**src/hdl/ssb_pkg.sv**
```systemverilog
`default_nettype none

package ssb_pkg;

    localparam int iq_dw          = 8;
    localparam int pss_len        = 16;
    localparam int num_nid2       = 3;
    localparam int nfft           = 8;
    localparam int cp_len         = 2;
    localparam int syms_after_pss = 3;
    localparam int sample_gap     = 8;     // min clocks between input samples
    localparam int pss_threshold  = 96;
    localparam int corr_dw        = 13;
    localparam int bin_dw         = 16;
    localparam int tw_dw          = 10;    // Q8 twiddles reach +-256
    localparam int tw_shift       = 8;
    localparam int acc_dw         = 22;

    // bit i applies to the i-th PSS sample in time order, 1 means -1
    localparam logic [pss_len-1:0] pss_seq [num_nid2] = '{16'h135E, 16'h6B3C, 16'h4A97};

    localparam int sc_first  = 1;
    localparam int sc_last   = 6;
    localparam int sss_first = 2;
    localparam int sss_last  = 5;

    typedef logic signed [iq_dw-1:0]   iq_t;
    typedef logic signed [corr_dw-1:0] corr_t;
    typedef logic [corr_dw:0]          metric_t;   // |re| + |im|
    typedef logic [1:0]                nid2_t;
    typedef logic [1:0]                sym_idx_t;  // 1..3 within the SSB
    typedef logic [$clog2(nfft)-1:0]   bin_idx_t;
    typedef logic signed [tw_dw-1:0]   tw_t;
    typedef logic signed [acc_dw-1:0]  acc_t;

    typedef struct packed {
        iq_t re;
        iq_t im;
    } sample_t;

    typedef struct packed {
        logic signed [bin_dw-1:0] re;
        logic signed [bin_dw-1:0] im;
    } bin_t;

    typedef struct packed {
        sample_t  sample;
        sym_idx_t sym;
        logic     last;
    } fs_stream_t;

    typedef struct packed {
        bin_t     bin;
        sym_idx_t sym;
        bin_idx_t idx;
    } dft_stream_t;

    typedef enum logic [1:0] {SEARCH, CP, BODY} fs_state_e;
    typedef enum logic [1:0] {IDLE, MAC, EMIT} dft_state_e;

endpackage

`default_nettype wire

```
**src/hdl/pss_correlator.sv**
```systemverilog
`timescale 1ns/10ps
`default_nettype none

module pss_correlator
    import ssb_pkg::*;
(
    input  wire          clk_i,
    input  wire          rst_n_i,
    input  wire sample_t sample_i,
    input  wire          sample_valid_i,
    input  wire          search_i,
    output sample_t      fwd_o,
    output logic         fwd_valid_o,
    output nid2_t        nid2_o,
    output logic         peak_o
);

    sample_t win [pss_len];         // win[0] is the oldest sample
    sample_t cur [pss_len];         // window including the incoming sample
    corr_t   corr_re [num_nid2];
    corr_t   corr_im [num_nid2];
    metric_t metric [num_nid2];
    logic [num_nid2-1:0] hit;
    logic    hit_any;
    nid2_t   hit_nid2;
    logic    detect;

    function automatic logic [corr_dw-1:0] mag(input corr_t v);
        return v[corr_dw-1] ? $unsigned(-v) : $unsigned(v);
    endfunction

    always_comb begin
        for (int i = 0; i < pss_len - 1; i++) begin
            cur[i] = win[i+1];
        end
        cur[pss_len-1] = sample_i;
    end

    // matched filter, signs only so no multipliers
    always_comb begin
        for (int s = 0; s < num_nid2; s++) begin
            corr_re[s] = '0;
            corr_im[s] = '0;
            for (int i = 0; i < pss_len; i++) begin
                if (pss_seq[s][i]) begin
                    corr_re[s] = corr_re[s] - corr_t'(cur[i].re);
                    corr_im[s] = corr_im[s] - corr_t'(cur[i].im);
                end else begin
                    corr_re[s] = corr_re[s] + corr_t'(cur[i].re);
                    corr_im[s] = corr_im[s] + corr_t'(cur[i].im);
                end
            end
            metric[s] = metric_t'(mag(corr_re[s])) + metric_t'(mag(corr_im[s]));
            hit[s] = metric[s] > metric_t'(pss_threshold);
        end
    end

    // lowest N_id_2 wins when several cross the threshold
    always_comb begin
        hit_nid2 = '0;
        for (int s = num_nid2 - 1; s >= 0; s--) begin
            if (hit[s]) begin
                hit_nid2 = nid2_t'(s);
            end
        end
    end

    assign hit_any = |hit;
    assign detect  = sample_valid_i && search_i && hit_any;

    always_ff @(posedge clk_i) begin
        if (!rst_n_i) begin
            fwd_valid_o <= 1'b0;
            peak_o      <= 1'b0;
            win         <= '{default: '0};   // window starts empty
        end else begin
            fwd_valid_o <= sample_valid_i;
            peak_o      <= detect;
            if (sample_valid_i) begin
                win <= cur;
            end
        end
    end

    always_ff @(posedge clk_i) begin
        fwd_o <= sample_i;
        if (detect) begin
            nid2_o <= hit_nid2;
        end
    end

endmodule

`default_nettype wire

```
**src/hdl/frame_sync.sv**
```systemverilog
`timescale 1ns/10ps
`default_nettype none

module frame_sync
    import ssb_pkg::*;
(
    input  wire          clk_i,
    input  wire          rst_n_i,
    input  wire          peak_i,
    input  wire sample_t sample_i,
    input  wire          sample_valid_i,
    output logic         search_o,
    output fs_stream_t   fs_o,
    output logic         fs_valid_o
);

    fs_state_e state;
    bin_idx_t  cnt;            // sample count within CP or body
    sym_idx_t  sym;
    logic      body_take;
    logic      body_end;

    assign search_o  = (state == SEARCH);
    assign body_take = (state == BODY) && sample_valid_i;
    assign body_end  = (cnt == nfft - 1);

    always_ff @(posedge clk_i) begin
        if (!rst_n_i) begin
            state      <= SEARCH;
            cnt        <= '0;
            sym        <= '0;
            fs_valid_o <= 1'b0;
        end else begin
            fs_valid_o <= body_take;
            case (state)
                SEARCH: begin
                    // the peak arrives with the last PSS sample, which is dropped
                    if (peak_i) begin
                        state <= CP;
                        cnt   <= '0;
                        sym   <= sym_idx_t'(1);
                    end
                end
                CP: begin
                    if (sample_valid_i) begin
                        if (cnt == cp_len - 1) begin
                            state <= BODY;
                            cnt   <= '0;
                        end else begin
                            cnt <= cnt + 1'b1;
                        end
                    end
                end
                BODY: begin
                    if (sample_valid_i) begin
                        cnt <= cnt + 1'b1;
                        if (body_end) begin
                            cnt <= '0;
                            if (sym == syms_after_pss) begin
                                state <= SEARCH;      // SSB done, re-arm
                            end else begin
                                sym   <= sym + 1'b1;
                                state <= CP;
                            end
                        end
                    end
                end
                default: state <= SEARCH;
            endcase
        end
    end

    always_ff @(posedge clk_i) begin
        if (body_take) begin
            fs_o.sample <= sample_i;
            fs_o.sym    <= sym;
            fs_o.last   <= body_end;
        end
    end

endmodule

`default_nettype wire

```
**src/hdl/dft_demod.sv**
```systemverilog
`timescale 1ns/10ps
`default_nettype none

module dft_demod
    import ssb_pkg::*;
(
    input  wire             clk_i,
    input  wire             rst_n_i,
    input  wire fs_stream_t fs_i,
    input  wire             fs_valid_i,
    output dft_stream_t     bin_o,
    output logic            bin_valid_o
);

    sample_t    bank [2][nfft];
    logic       wr_bank;
    logic       rd_bank;
    bin_idx_t   wr_ptr;
    dft_state_e state;
    bin_idx_t   k;                 // bin being computed
    bin_idx_t   n;                 // sample index within the bin sum
    sym_idx_t   cur_sym;
    logic       start;
    logic       bin_done;
    bin_idx_t   tw_idx;
    tw_t        tw_re;
    tw_t        tw_im;
    sample_t    x;
    acc_t       acc_re;
    acc_t       acc_im;
    acc_t       prod_re;
    acc_t       prod_im;
    acc_t       sum_re;
    acc_t       sum_im;
    acc_t       scaled_re;
    acc_t       scaled_im;

    assign start    = fs_valid_i && fs_i.last;
    assign bin_done = (state == MAC) && (n == nfft - 1);

    // input side fills one bank while the other is read
    always_ff @(posedge clk_i) begin
        if (fs_valid_i) begin
            bank[wr_bank][wr_ptr] <= fs_i.sample;
        end
    end

    always_ff @(posedge clk_i) begin
        if (!rst_n_i) begin
            wr_ptr  <= '0;
            wr_bank <= 1'b0;
        end else if (fs_valid_i) begin
            if (fs_i.last) begin
                wr_ptr  <= '0;
                wr_bank <= ~wr_bank;
            end else begin
                wr_ptr <= wr_ptr + 1'b1;
            end
        end
    end

    assign tw_idx = k * n;         // wraps mod 8 in 3 bits

    // e^(-j*2*pi*m/8) in Q8
    always_comb begin
        case (tw_idx)
            3'd0:    begin tw_re = tw_t'(256);  tw_im = tw_t'(0);    end
            3'd1:    begin tw_re = tw_t'(181);  tw_im = tw_t'(-181); end
            3'd2:    begin tw_re = tw_t'(0);    tw_im = tw_t'(-256); end
            3'd3:    begin tw_re = tw_t'(-181); tw_im = tw_t'(-181); end
            3'd4:    begin tw_re = tw_t'(-256); tw_im = tw_t'(0);    end
            3'd5:    begin tw_re = tw_t'(-181); tw_im = tw_t'(181);  end
            3'd6:    begin tw_re = tw_t'(0);    tw_im = tw_t'(256);  end
            default: begin tw_re = tw_t'(181);  tw_im = tw_t'(181);  end
        endcase
    end

    // the one complex multiplier, shared by all 64 terms
    assign x         = bank[rd_bank][n];
    assign prod_re   = x.re * tw_re - x.im * tw_im;
    assign prod_im   = x.re * tw_im + x.im * tw_re;
    assign sum_re    = acc_re + prod_re;
    assign sum_im    = acc_im + prod_im;
    assign scaled_re = sum_re >>> tw_shift;
    assign scaled_im = sum_im >>> tw_shift;

    always_ff @(posedge clk_i) begin
        if (!rst_n_i) begin
            state       <= IDLE;
            k           <= '0;
            n           <= '0;
            bin_valid_o <= 1'b0;
        end else begin
            bin_valid_o <= bin_done;
            case (state)
                IDLE, EMIT: begin
                    if (start) begin
                        state <= MAC;
                        k     <= '0;
                        n     <= '0;
                    end else begin
                        state <= IDLE;
                    end
                end
                MAC: begin
                    n <= n + 1'b1;
                    if (bin_done) begin
                        k <= k + 1'b1;
                        if (k == nfft - 1) begin
                            state <= EMIT;   // last bin goes out, bank is free
                        end
                    end
                end
                default: state <= IDLE;
            endcase
        end
    end

    always_ff @(posedge clk_i) begin
        if (state != MAC && start) begin
            rd_bank <= wr_bank;
            cur_sym <= fs_i.sym;
            acc_re  <= '0;
            acc_im  <= '0;
        end else if (bin_done) begin
            acc_re           <= '0;
            acc_im           <= '0;
            bin_o.bin.re     <= scaled_re[bin_dw-1:0];
            bin_o.bin.im     <= scaled_im[bin_dw-1:0];
            bin_o.sym        <= cur_sym;
            bin_o.idx        <= k;
        end else if (state == MAC) begin
            acc_re <= sum_re;
            acc_im <= sum_im;
        end
    end

endmodule

`default_nettype wire

```
**src/hdl/bwp_extractor.sv**
```systemverilog
`timescale 1ns/10ps
`default_nettype none

module bwp_extractor
    import ssb_pkg::*;
(
    input  wire              clk_i,
    input  wire              rst_n_i,
    input  wire dft_stream_t bin_i,
    input  wire              bin_valid_i,
    output bin_t             data_o,
    output logic             data_valid_o,
    output logic             sss_valid_o,
    output logic             pbch_valid_o
);

    logic keep;
    logic is_sss;

    // DC and the edge bin carry nothing
    assign keep   = bin_valid_i && (bin_i.idx >= sc_first) && (bin_i.idx <= sc_last);
    assign is_sss = (bin_i.sym == sym_idx_t'(2))
                    && (bin_i.idx >= sss_first) && (bin_i.idx <= sss_last);

    always_ff @(posedge clk_i) begin
        if (!rst_n_i) begin
            data_valid_o <= 1'b0;
            sss_valid_o  <= 1'b0;
            pbch_valid_o <= 1'b0;
        end else begin
            data_valid_o <= keep;
            sss_valid_o  <= keep && is_sss;
            pbch_valid_o <= keep && !is_sss;
        end
    end

    always_ff @(posedge clk_i) begin
        if (keep) begin
            data_o <= bin_i.bin;
        end
    end

endmodule

`default_nettype wire

```
**src/hdl/ssb_receiver.sv**
```systemverilog
`timescale 1ns/10ps
`default_nettype none

module ssb_receiver
    import ssb_pkg::*;
(
    input  wire          clk_i,
    input  wire          rst_n_i,
    input  wire sample_t sample_i,
    input  wire          sample_valid_i,
    output nid2_t        nid2_o,
    output logic         peak_o,
    output bin_t         data_o,
    output logic         data_valid_o,
    output logic         sss_valid_o,
    output logic         pbch_valid_o
);

    sample_t     fwd;
    logic        fwd_valid;
    logic        search;
    fs_stream_t  fs;
    logic        fs_valid;
    dft_stream_t bin;
    logic        bin_valid;

    pss_correlator i_pss_correlator (
        .clk_i          (clk_i),
        .rst_n_i        (rst_n_i),
        .sample_i       (sample_i),
        .sample_valid_i (sample_valid_i),
        .search_i       (search),
        .fwd_o          (fwd),
        .fwd_valid_o    (fwd_valid),
        .nid2_o         (nid2_o),
        .peak_o         (peak_o)
    );

    frame_sync i_frame_sync (
        .clk_i          (clk_i),
        .rst_n_i        (rst_n_i),
        .peak_i         (peak_o),
        .sample_i       (fwd),
        .sample_valid_i (fwd_valid),
        .search_o       (search),
        .fs_o           (fs),
        .fs_valid_o     (fs_valid)
    );

    dft_demod i_dft_demod (
        .clk_i       (clk_i),
        .rst_n_i     (rst_n_i),
        .fs_i        (fs),
        .fs_valid_i  (fs_valid),
        .bin_o       (bin),
        .bin_valid_o (bin_valid)
    );

    bwp_extractor i_bwp_extractor (
        .clk_i        (clk_i),
        .rst_n_i      (rst_n_i),
        .bin_i        (bin),
        .bin_valid_i  (bin_valid),
        .data_o       (data_o),
        .data_valid_o (data_valid_o),
        .sss_valid_o  (sss_valid_o),
        .pbch_valid_o (pbch_valid_o)
    );

endmodule

`default_nettype wire

```
**config.mk**
```make
export PLATFORM = sky130hd
export DESIGN_NAME = ssb_receiver
export DESIGN_NICKNAME = d
export VERILOG_FILES = /design/src/hdl/ssb_pkg.sv /design/src/hdl/pss_correlator.sv /design/src/hdl/frame_sync.sv /design/src/hdl/dft_demod.sv /design/src/hdl/bwp_extractor.sv /design/src/hdl/ssb_receiver.sv
export SDC_FILE = /design/constraint.sdc
export NUM_CORES = 2
export LEC_CHECK = 0
export BUFFER_PORTS_ARGS = -buffer_cell sky130_fd_sc_hd__buf_4
export CORE_MARGIN = 1.5
export CORE_UTILIZATION = 45
export DETAILED_ROUTE_END_ITERATION = 8
export HOLD_SLACK_MARGIN = 0.05
export PLACE_DENSITY = 0.71
export SYNTH_ARGS = -nofsm -noshare
export SYNTH_HDL_FRONTEND = slang
export SYNTH_SLANG_ARGS = --single-unit
```
**constraint.sdc**
```tcl
create_clock -name clk_i -period 12 [get_ports clk_i]
set_clock_uncertainty 0.1 [all_clocks]
set_input_delay 1.2 -clock clk_i [delete_from_list [all_inputs] [get_ports clk_i]]
set_output_delay 1.2 -clock clk_i [all_outputs]
set_load 0.03 [all_outputs]
```
==> results.md <==
- Status: completed
- Port Buffers: 56
- FFs w/ async S/R, synth: 0%
- Area of the mapped netlist: between 60,000 and 70,000 sq um
- Post-synthesis sequential element count: 668
- Total GRT Usage: between 15 and 20%
- Initial antenna violation count: 3
- Most frequent cells in the layout: inv_1 (1,478), fa_1 (1,044), ha_1 (415), edfxtp_1 (341), dfxtp_1 (324)
- Pins Over Slew Limit: 0
- DRC errors left: 0
- Clock latency on the worst-skew pair: 680 ps
- Worst Tran Pin Value: 1240 ps
- Worst setup SP type: flop
- Warnings from Yosys: 0
- Area contributors post-synth: fa_1 (32%), edfxtp_1 (16%), dfxtp_1 (10%)
- Placed Cells: 7,851
- Post-CTS Setup Bufs: 0
- Final Power: roughly 15 mW
- Pin count of the biggest net entering global routing: roughly 150
- Clk slew on worst S/H paths: around 70 ps
- Setup violators final: 0
- CTS Buf Count: 77
- Metal3 WL: 5210 um
- Netlist cell types: 76
- DRT iter0 DRCs: a little over 2,000
- Setup CP Type: flop to flop
- Setup Total Neg Slack: 0 ps
- Die Y: 383 um
- Post-detail-place hpwl: ~110,000 um
- Commonest non-fill, non-tap cell in the layout: inv_1
- M1 WL: around 58,000 um
- Clk sinks: roughly 670
- Nature of the critical path endpoint: flop
- Worst vdd ir: ~0.50 mV
- Post-synth EDFFs: 341
- DIE WIDTH: roughly 380 um
- Area after DPL: 67,600 sq um
- Syn_area_per_cell: 10.9 sq um
- First-pass GRT wire length: ~230,000 um
- Clock Tree Buf Depth: 3
- Reg-to-reg slack, setup: 1330 ps
- Final instance area: approximately 70,000 sq um
- Cell taking the most area after synthesis: fa_1
- Pwr/cell area: ~210 nW/um^2
- Synth Flop Type: edfxtp_1
- Most used cell, CP: fa_1
- Synth top area share: between 30% and 40%
- Resized Gates After CTS: 0
- Crit Path Max Fanout: 12
- Total number of vias: 39,721
- Number of inserted diodes: 0
- Slew margin rel.: ~18%
- Syn nets: roughly 7,400
- RD Place Congestion: slightly above 0.9
- CTS tree: built
- Total routed wirelength: between 100,000 and 150,000 um
- Slowest CP cell: fa_1
- Initial Util: between 40% and 50%
- Die area: about 150,000 sq um
- Max stage delay on crit path: roughly 540 ps
- Fin. Hold Viols: 0
- RSZ-0062 raised after global routing: false
- Core Box Area: around 140,000 sq um
- Grt ovf: 0
- Routed wire per std cell: 17.2 um
- Hold WC Path Type: flop to flop
- Root Buffer: clkbuf_16
- Top Metal Used: met5
- Leakage power: 31.7 nW
- Detail Route met2 WL: between 70,000 and 80,000 um
- Total Nets Final: between 7,000 and 8,000
- Vias in the first global route: about 43,000
- Final instance count without filler cells: 7,994
- Max_cap viols: 0
- Remaining antenna violation count: 0
- H-tree depth: 3
- DR vias/cell: around 5
- Max Clk Rate: 93.8 MHz
- Final period util: between 80% and 90%
- Mapped Cells: around 6,000
- Dpl ws: ~1300 ps
- Drt first pass iters: 6
- Fin crit period: around 11,000 ps
- CP Data Required Time: between 10,000 and 15,000 ps
- Final setup margin: roughly 1300 ps
- Post-synthesis sequential area ratio: between 20% and 30%
- IO Pins: 57
- Layout cells sized above 1: 6.06%
- Area grow syn2layout: 8.23%
- Critical Path AT: approximately 11,000 ps
- Core Rows: 139
- Post-CTS Hold Buffers: 0
[worst max-delay path, delay by kind of cell, from the launching register on]
family,cells,cell delay (ps)
buffers and inverters,8,640
AOI/OAI and AO/OA,15,3630
and+or+nand+nor,5,970
muxes,1,190
xor gates and xnor gates,1,180
DFF,1,410
adders and majority gates,10,4440
[kinds of logic (layout without fill, tap and decap cells)]
kind of cell	Yosys count	count (layout)	synth area share (%)
AO/OA/AOI/OAI	572	572	5.59
XOR/XNOR	323	323	4.36
adder cells (fa/ha/maj)	1459	1459	40.2
buffers and inverters	1607	1733	9.34
flip-flops	668	668	25.9
multiplexers	354	354	6.74
AND/OR/NAND/NOR	982	982	7.82
[final cells by class]
class                      count  area [sq um]
sequential                   668         16800
multi-input combinational   3690         42100
timing repair buffer         102           802
clock buffer                 102          2170
fill                       12795         73100
inverter                    1488          5590
tap                         1903          2380
clock inverter                41           377
[Yosys cell counts, drive strengths merged, types with 78 or more instances]
cell,count
mux2i,267
nor2b,284
xnor2,228
xor2,95
edfxtp,341
nor2,252
inv,1488
o21ai,123
ha,415
nand2,166
clkbuf,78
a21oi,185
dfxtp,327
fa,1044
[where the power goes]
part / leakage, nW / internal [mW] / switching, mW
Combinational: 24.8 / 4.27 / 5.80
Sequential: 5.71 / 2.49 / 0.0537
Clock: 1.23 / 1.38 / 1.02
Total: 31.7 / 8.13 / 6.87
[metrics by stage]
stage | hold WS, ps | util (%)
finish | 294 | 49.0
global route | 309 | 49.0
CTS | 296 | 49.0
detailed placement | 291 | 47.2
global placement | 286 | 47.2
floorplan | 286 | -
[routing by layer]
| metal | vias up | global-route usage (%) |
|---|---|---|
| met4 | 2 | 4.97 |
| met5 | - | 0 |
| met1 | 19937 | 25.0 |
| met2 | 743 | 35.2 |
| li1 | 18822 | - |
| met3 | 217 | 2.27 |
[worst paths after layout]
check	to	start	depth (start not counted)
hold reg to reg	i_bwp_extractor.data_o[22]$_DFFE_PP_	i_dft_demod.bin_o[27]$_DFFE_PP_	0
setup / recovery	i_pss_correlator.peak_o$_SDFF_PN0_	i_pss_correlator.cur[216]$_SDFFE_PN0P_	40
hold / removal	i_bwp_extractor.data_o[22]$_DFFE_PP_	i_dft_demod.bin_o[27]$_DFFE_PP_	0
setup reg to reg	i_pss_correlator.peak_o$_SDFF_PN0_	i_pss_correlator.cur[216]$_SDFFE_PN0P_	40
[flip-flops by register name, summed over array words and instances, names as in the netlist, 3 cells and up, named ones only]
signal	count
i_bwp_extractor.data_o	28
i_dft_demod.acc_im	22
i_frame_sync.cnt	3
i_pss_correlator.fwd_o	16
i_pss_correlator.cur	240
i_dft_demod.bank	256
i_dft_demod.wr_ptr	3
i_dft_demod.bin_o	33
i_dft_demod.n	3
i_dft_demod.k	3
i_frame_sync.fs_o	19
i_dft_demod.acc_re	22
Note: power is estimated with default switching activity, not from simulation.
